--- src/include/rvx_config.svh ---
// RV64 sizes only; the ALU word-cut slices assume RVX_WORD_WD is 64
`ifndef RVX_CONFIG_SVH
`define RVX_CONFIG_SVH

// datapath
`define RVX_WORD_WD    64
`define RVX_INSTR_WD   32
`define RVX_REG_NR     32
`define RVX_REG_AW     5
`define RVX_ALU_OP_WD  5

// instruction fields
`define RVX_OPC_WD     7
`define RVX_FUNCT3_WD  3
`define RVX_FUNCT7_WD  7
`define RVX_IMM12_WD   12

`endif

--- src/source/rvx_pkg.sv ---
// shared types for the execute slice; ALU keys must stay in step with the ALU mux table
`default_nettype none

`include "rvx_config.svh"

package rvx_pkg;

  // alu keys, upper-half multiplies sit at 25..27
  typedef enum logic [`RVX_ALU_OP_WD-1:0] {
    ALU_ADD    = 5'd0,
    ALU_SUB    = 5'd1,
    ALU_SLT    = 5'd2,
    ALU_SLTU   = 5'd3,
    ALU_XOR    = 5'd4,
    ALU_AND    = 5'd5,
    ALU_OR     = 5'd6,
    ALU_SLL    = 5'd7,
    ALU_SRL    = 5'd8,
    ALU_SRA    = 5'd9,
    ALU_MUL    = 5'd10,
    ALU_DIV    = 5'd11,
    ALU_DIVU   = 5'd12,
    ALU_REM    = 5'd13,
    ALU_REMU   = 5'd14,
    ALU_COPY   = 5'd15,
    ALU_MULH   = 5'd25,
    ALU_MULHSU = 5'd26,
    ALU_MULHU  = 5'd27
  } alu_op_e;

  typedef struct packed {
    logic [`RVX_FUNCT7_WD-1:0] funct7;
    logic [`RVX_REG_AW-1:0]    rs2;
    logic [`RVX_REG_AW-1:0]    rs1;
    logic [`RVX_FUNCT3_WD-1:0] funct3;
    logic [`RVX_REG_AW-1:0]    rd;
    logic [`RVX_OPC_WD-1:0]    opcode;
  } instr_r_t;

  typedef struct packed {
    logic [`RVX_IMM12_WD-1:0]  imm12;
    logic [`RVX_REG_AW-1:0]    rs1;
    logic [`RVX_FUNCT3_WD-1:0] funct3;
    logic [`RVX_REG_AW-1:0]    rd;
    logic [`RVX_OPC_WD-1:0]    opcode;
  } instr_i_t;

  typedef union packed {
    instr_r_t r;
    instr_i_t i;
  } instr_u;

  // major opcodes handled by the slice
  localparam logic [`RVX_OPC_WD-1:0] OPC_OP        = 7'b0110011;
  localparam logic [`RVX_OPC_WD-1:0] OPC_OP_IMM    = 7'b0010011;
  localparam logic [`RVX_OPC_WD-1:0] OPC_OP_32     = 7'b0111011;
  localparam logic [`RVX_OPC_WD-1:0] OPC_OP_IMM_32 = 7'b0011011;
  localparam logic [`RVX_OPC_WD-1:0] OPC_LUI       = 7'b0110111;

endpackage

`default_nettype wire

--- src/source/rvx_exec_if.sv ---
// decoded control for one instruction; valid only in the strobe cycle
`timescale 1ns/1ps
`default_nettype none

`include "rvx_config.svh"

interface rvx_exec_if;
  import rvx_pkg::*;

  logic [`RVX_REG_AW-1:0]  rs1;
  logic [`RVX_REG_AW-1:0]  rs2;
  logic [`RVX_REG_AW-1:0]  rd;
  alu_op_e                 alu_op;
  logic                    word_cut;
  logic                    use_imm;
  logic [`RVX_WORD_WD-1:0] imm;
  logic                    wen;

  modport dec (
    output rs1, rs2, rd, alu_op, word_cut, use_imm, imm, wen
  );

  modport rf (
    input rs1, rs2, rd, wen
  );

  modport alu (
    input alu_op, word_cut
  );

endinterface

`default_nettype wire

--- src/source/rvx_decoder.sv ---
// OP, OP-IMM, OP-32, OP-IMM-32 and LUI only; anything else is flagged illegal
`timescale 1ns/1ps
`default_nettype none

`include "rvx_config.svh"

module rvx_decoder (
  input  wire             i_instr_valid,
  input  wire  rvx_pkg::instr_u i_instr,
  rvx_exec_if.dec         dec,
  output logic            o_illegal_now
);
  import rvx_pkg::*;

  localparam int W = `RVX_WORD_WD;
  localparam logic [`RVX_FUNCT7_WD-1:0] F7_BASE   = 7'b0000000;
  localparam logic [`RVX_FUNCT7_WD-1:0] F7_ALT    = 7'b0100000;
  localparam logic [`RVX_FUNCT7_WD-1:0] F7_MULDIV = 7'b0000001;

  logic [`RVX_OPC_WD-1:0]    opcode;
  logic [`RVX_FUNCT3_WD-1:0] funct3;
  logic [`RVX_FUNCT7_WD-1:0] funct7;
  logic [`RVX_IMM12_WD-1:0]  imm12;
  logic [19:0]               imm20;
  alu_op_e                   op_sel;
  logic                      legal;
  logic                      word_cut;
  logic                      use_imm;
  logic [W-1:0]              imm;

  // funct3 map shared by register and immediate forms
  function automatic alu_op_e base_op(input logic [`RVX_FUNCT3_WD-1:0] f3);
    case (f3)
      3'd0:    return ALU_ADD;
      3'd1:    return ALU_SLL;
      3'd2:    return ALU_SLT;
      3'd3:    return ALU_SLTU;
      3'd4:    return ALU_XOR;
      3'd5:    return ALU_SRL;
      3'd6:    return ALU_OR;
      default: return ALU_AND;
    endcase
  endfunction

  function automatic alu_op_e muldiv_op(input logic [`RVX_FUNCT3_WD-1:0] f3);
    case (f3)
      3'd0:    return ALU_MUL;
      3'd1:    return ALU_MULH;
      3'd2:    return ALU_MULHSU;
      3'd3:    return ALU_MULHU;
      3'd4:    return ALU_DIV;
      3'd5:    return ALU_DIVU;
      3'd6:    return ALU_REM;
      default: return ALU_REMU;
    endcase
  endfunction

  // r view for funct7, i view for the immediate
  assign opcode = i_instr.r.opcode;
  assign funct7 = i_instr.r.funct7;
  assign funct3 = i_instr.i.funct3;
  assign imm12  = i_instr.i.imm12;
  assign imm20  = {i_instr.i.imm12, i_instr.i.rs1, i_instr.i.funct3};

  always_comb begin
    op_sel   = ALU_ADD;
    legal    = 1'b1;
    word_cut = 1'b0;
    use_imm  = 1'b0;
    imm      = '0;
    case (opcode)
      OPC_OP, OPC_OP_32: begin
        word_cut = (opcode == OPC_OP_32);
        case (funct7)
          F7_BASE: begin
            op_sel = base_op(funct3);
            legal  = !word_cut || (funct3 inside {3'd0, 3'd1, 3'd5});
          end
          F7_ALT: begin
            op_sel = (funct3 == 3'd5) ? ALU_SRA : ALU_SUB;
            legal  = (funct3 == 3'd0) || (funct3 == 3'd5);
          end
          F7_MULDIV: begin
            op_sel = muldiv_op(funct3);
            legal  = !word_cut || (funct3 == 3'd0) || funct3[2];
          end
          default: legal = 1'b0;
        endcase
      end
      OPC_OP_IMM, OPC_OP_IMM_32: begin
        word_cut = (opcode == OPC_OP_IMM_32);
        use_imm  = 1'b1;
        imm      = {{(W-`RVX_IMM12_WD){imm12[`RVX_IMM12_WD-1]}}, imm12};
        op_sel   = base_op(funct3);
        case (funct3)
          3'd0: legal = 1'b1;
          3'd1: legal = word_cut ? (funct7 == F7_BASE) : (funct7[6:1] == 6'b000000);
          3'd5: begin
            // bit 30 picks srai over srli
            op_sel = funct7[5] ? ALU_SRA : ALU_SRL;
            legal  = word_cut ? (funct7 inside {F7_BASE, F7_ALT})
                              : (funct7[6:1] inside {6'b000000, 6'b010000});
          end
          default: legal = !word_cut;
        endcase
      end
      OPC_LUI: begin
        op_sel  = ALU_COPY;
        use_imm = 1'b1;
        imm     = {{(W-32){imm20[19]}}, imm20, 12'b0};
      end
      default: legal = 1'b0;
    endcase
  end

  assign dec.rs1      = i_instr.r.rs1;
  assign dec.rs2      = i_instr.r.rs2;
  assign dec.rd       = i_instr.r.rd;
  assign dec.alu_op   = op_sel;
  assign dec.word_cut = word_cut;
  assign dec.use_imm  = use_imm;
  assign dec.imm      = imm;
  assign dec.wen      = i_instr_valid & legal;
  assign o_illegal_now = i_instr_valid & ~legal;

endmodule

`default_nettype wire

--- src/flat_wrapper.sv ---
// flat-port wrapper written by rule: the top's interface ports become plain ports
module rvx_decoder_flat import rvx_pkg::*;
  (i_instr_valid, i_instr, o_illegal_now, dec_rs1, dec_rs2, dec_rd, dec_alu_op, dec_word_cut, dec_use_imm, dec_imm, dec_wen);
  rvx_exec_if dec_i ();
  input  wire i_instr_valid;
  input  wire  rvx_pkg::instr_u i_instr;
  output logic o_illegal_now;
  output wire logic [$bits(dec_i.rs1)-1:0] dec_rs1;
  output wire logic [$bits(dec_i.rs2)-1:0] dec_rs2;
  output wire logic [$bits(dec_i.rd)-1:0] dec_rd;
  output wire logic [$bits(dec_i.alu_op)-1:0] dec_alu_op;
  output wire logic [$bits(dec_i.word_cut)-1:0] dec_word_cut;
  output wire logic [$bits(dec_i.use_imm)-1:0] dec_use_imm;
  output wire logic [$bits(dec_i.imm)-1:0] dec_imm;
  output wire logic [$bits(dec_i.wen)-1:0] dec_wen;
  assign dec_rs1 = dec_i.rs1;
  assign dec_rs2 = dec_i.rs2;
  assign dec_rd = dec_i.rd;
  assign dec_alu_op = dec_i.alu_op;
  assign dec_word_cut = dec_i.word_cut;
  assign dec_use_imm = dec_i.use_imm;
  assign dec_imm = dec_i.imm;
  assign dec_wen = dec_i.wen;
  rvx_decoder u_core (.i_instr_valid(i_instr_valid), .i_instr(i_instr), .dec(dec_i), .o_illegal_now(o_illegal_now));
endmodule
--- config.mk ---
export PLATFORM = sky130hd
export DESIGN_NAME = rvx_decoder_flat
export DESIGN_NICKNAME = d
export VERILOG_FILES = /design/src/source/rvx_pkg.sv /design/src/source/rvx_exec_if.sv /design/src/source/rvx_decoder.sv /design/src/flat_wrapper.sv
export VERILOG_INCLUDE_DIRS = /design/src /design/src/include
export SDC_FILE = /design/constraint.sdc
export NUM_CORES = 1
export LEC_CHECK = 0
export BUFFER_PORTS_ARGS = -buffer_cell sky130_fd_sc_hd__buf_2
export CELL_PAD_IN_SITES_DETAIL_PLACEMENT = 1
export CELL_PAD_IN_SITES_GLOBAL_PLACEMENT = 1
export CORE_MARGIN = 1.5
export CORE_UTILIZATION = 22
export DETAILED_ROUTE_END_ITERATION = 7
export PLACE_DENSITY = 0.95
export SYNTH_ARGS = -nofsm -noshare
export SYNTH_HDL_FRONTEND = slang
export SYNTH_SLANG_ARGS = --single-unit
--- constraint.sdc ---
create_clock -name vclk -period 1.8
set_clock_uncertainty 0.1 [all_clocks]
set_input_delay 0.18 -clock vclk [all_inputs]
set_output_delay 0.18 -clock vclk [all_outputs]
set_load 0.01 [all_outputs]
==> flow_summary.yaml <==
synthesis:
  syn_area_um2: 1060
  ys_seq_area_share_pct: 0
  synth_cell_types: 41
  syn_inst: 149
  yosysWarnings: 0
  syn_avg_cell_area_um2: 7.14
  syn-num-nets: 182
layout:
  syn2layout_area_growth_pct: 38.8
  final_cell_mix: "buf_2 (109), a21o_1 (21), buf_4 (16), and2_1 (11)"
  nClkBuffers: 0
  final_common_cell: "buf_2"
  stdcell_count: 276
  seq_cells: 0
  insertedDiodeCount: 0
  fin_nets: 257
  final_util_pct: 31.5
  drive_gt1_share_pct: 65.8
  nFillCells: 620
  register_area_um2: 0
sta:
  finalSetupViolCount: 5
  rsz0062_at_grt: "yes"
  finalMaxSlewViolations: 0
  finalHoldViolations: 0
  slew_headroom_pct: 62.1
  fin_crit_sh_pct: 107
  period_needed_ns: 1.93
  finalSetupTns_ns: -0.300
  max_freq_mhz: 517
  fin_ws_ns: -0.133
  max_slew.worst_pin.slew_ns: 0.564
worst_setup_path:
  cp-start-kind: "input port"
  crit_fanout: 4
  cp_cell_sequence: "buf_6 > or4_4 > o31ai_2 > o2111ai_1 > o211ai_1 > buf_2"
  cp.arrival_ns: 1.65
  cp.required_ns: 1.52
  cpPeakStageDelay_ns: 0.57
  cpMaxStageDelayCell: "or4_4"
  crit_path_end_kind: "output pin"
  critPathKind: "in -> out"
floorplanning:
  die_x_um: 72.5
  io_pins: 121
  dieArea_um2: 5260
  core_um2: 4690
  start_util_pct: 22.7
  die_height_um: 72.5
  rows: 25
pwr:
  power.total_uw: 185
  vdd_ir_drop_max_uv: 63.7
  power_density_nw_per_um2: 125
  leakagePower_uw: 0.00108
route:
  drcViolationCount: 0
  wire_per_inst_um: 15.1
  drt_iter0_markers: 38
  vias_per_cell: 4.70
  via_count: 1296
  dr.pass1.iters: 4
  ant_nets: 0
  drt_wl_total_um: 4150
place:
  gp_congestion: 0.905
  placement.io_buffers: 111
  dp_slack_ns: -0.151
  hpwlAfterDp_um: 3270
  dpl.cell_count: 272
worst_hold_path:
  min_from: "i_instr[11]"
  min_path_cells: 0
  min_to: "dec_rd[4]"
  hp-class: "in -> out"
clocking:
  hold_buffers: 0
run:
  drv_cap: 0
global_routing:
  grt_pass1_wl_um: 5670
  grt_pass1_vias: 1202
  grt_usage_pct: 13.3
  grt_max_degree: 34
  antenna_found_initial: 0
  gr-total-overflow: 0
run_status:
  status: "finished with violations"
  violations: "negative setup slack"
final cells by class:
| type | instances | area, µm² | share of cell area, % |
|---|---|---|---|
| Multi-Input combinational cell | 93 | 697 | 47.2 |
| Timing Repair Buffer | 128 | 708 | 48.0 |
| Inverter | 1 | 3.75 | 0.254 |
| Tap cell | 54 | 67.6 | 4.58 |
cells in the mapped netlist (2+ instances only):
master | count | area, µm²
a21o_1 | 21 | 158
a21oi_1 | 3 | 15.0
and2_1 | 11 | 68.8
and2_2 | 2 | 15.0
and2b_2 | 2 | 17.5
buf_2 | 2 | 10.0
buf_4 | 47 | 353
buf_6 | 2 | 22.5
clkbuf_1 | 4 | 15.0
clkbuf_8 | 2 | 27.5
nand2_1 | 6 | 22.5
nand2b_1 | 2 | 12.5
nand3_1 | 3 | 15.0
nor2_1 | 5 | 18.8
nor2b_1 | 3 | 18.8
nor3_1 | 2 | 10.0
nor4_1 | 2 | 12.5
o2111ai_1 | 3 | 26.3
o21ai_0 | 2 | 10.0
o31ai_1 | 2 | 15.0
or3_1 | 2 | 12.5
xor2_1 | 2 | 17.5
logic make-up after synthesis:
family                    count (synthesis)  synth area share [%]
AOI/OAI and AO/OA                        39                  27.2
xor gates and xnor gates                  2                  1.65
and+or+nand+nor                          49                  30.2
buffers and inverters                    59                  40.9
critical path, delay by kind of cell:
kind,cells,cell delay [ns]
and+or+nand+nor,1,0.57
buffers and inverters,2,0.27
AOI/OAI and AO/OA,3,0.63
routing by layer:
metal	GRT usage [%]	vias to the layer above	share of wire [%]
li1	-	620	-
met1	15.3	607	41
met2	26.1	61	52
met3	0.972	8	5.3
met4	3.14	0	1.9
met5	0	-	0
report_power, final:
part	switching [µW]	leakage (µW)	internal (µW)
registers	0	0	0
logic	102	0.00108	82.6
clock network	0	0	0
total	102	0.00108	82.6
how the worst max path moves through the flow:
stage / from / end / slack, ns / cells past startpoint
5_1_grt: i_instr[31] / o_illegal_now / -0.15 / 6
6_report: i_instr[31] / dec_alu_op[0] / -0.13 / 6
4_1_cts: i_instr[31] / o_illegal_now / -0.08 / 6
3_5_place_dp: i_instr[31] / dec_alu_op[4] / -0.15 / 6
3_3_place_gp: i_instr[31] / dec_alu_op[2] / -0.09 / 6
2_1_floorplan: i_instr[6] / dec_imm[32] / 0.12 / 5
through the flow:
step           area (µm²)  hold WS (ns)
2_1_floorplan        1060         0.314
3_3_place_gp         1390         0.260
3_5_place_dp         1390         0.260
4_1_cts              1440         0.260
5_1_grt              1480         0.260
6_report             1480         0.260
repair_timing:
item                       CTS  global route
buffers inserted             1             0
gates resized for setup      6             4
pin swaps                    3             1
setup endpoints to repair    6            39
cloned                       0             3
No activity file was read; power rests on OpenSTA's default activity.
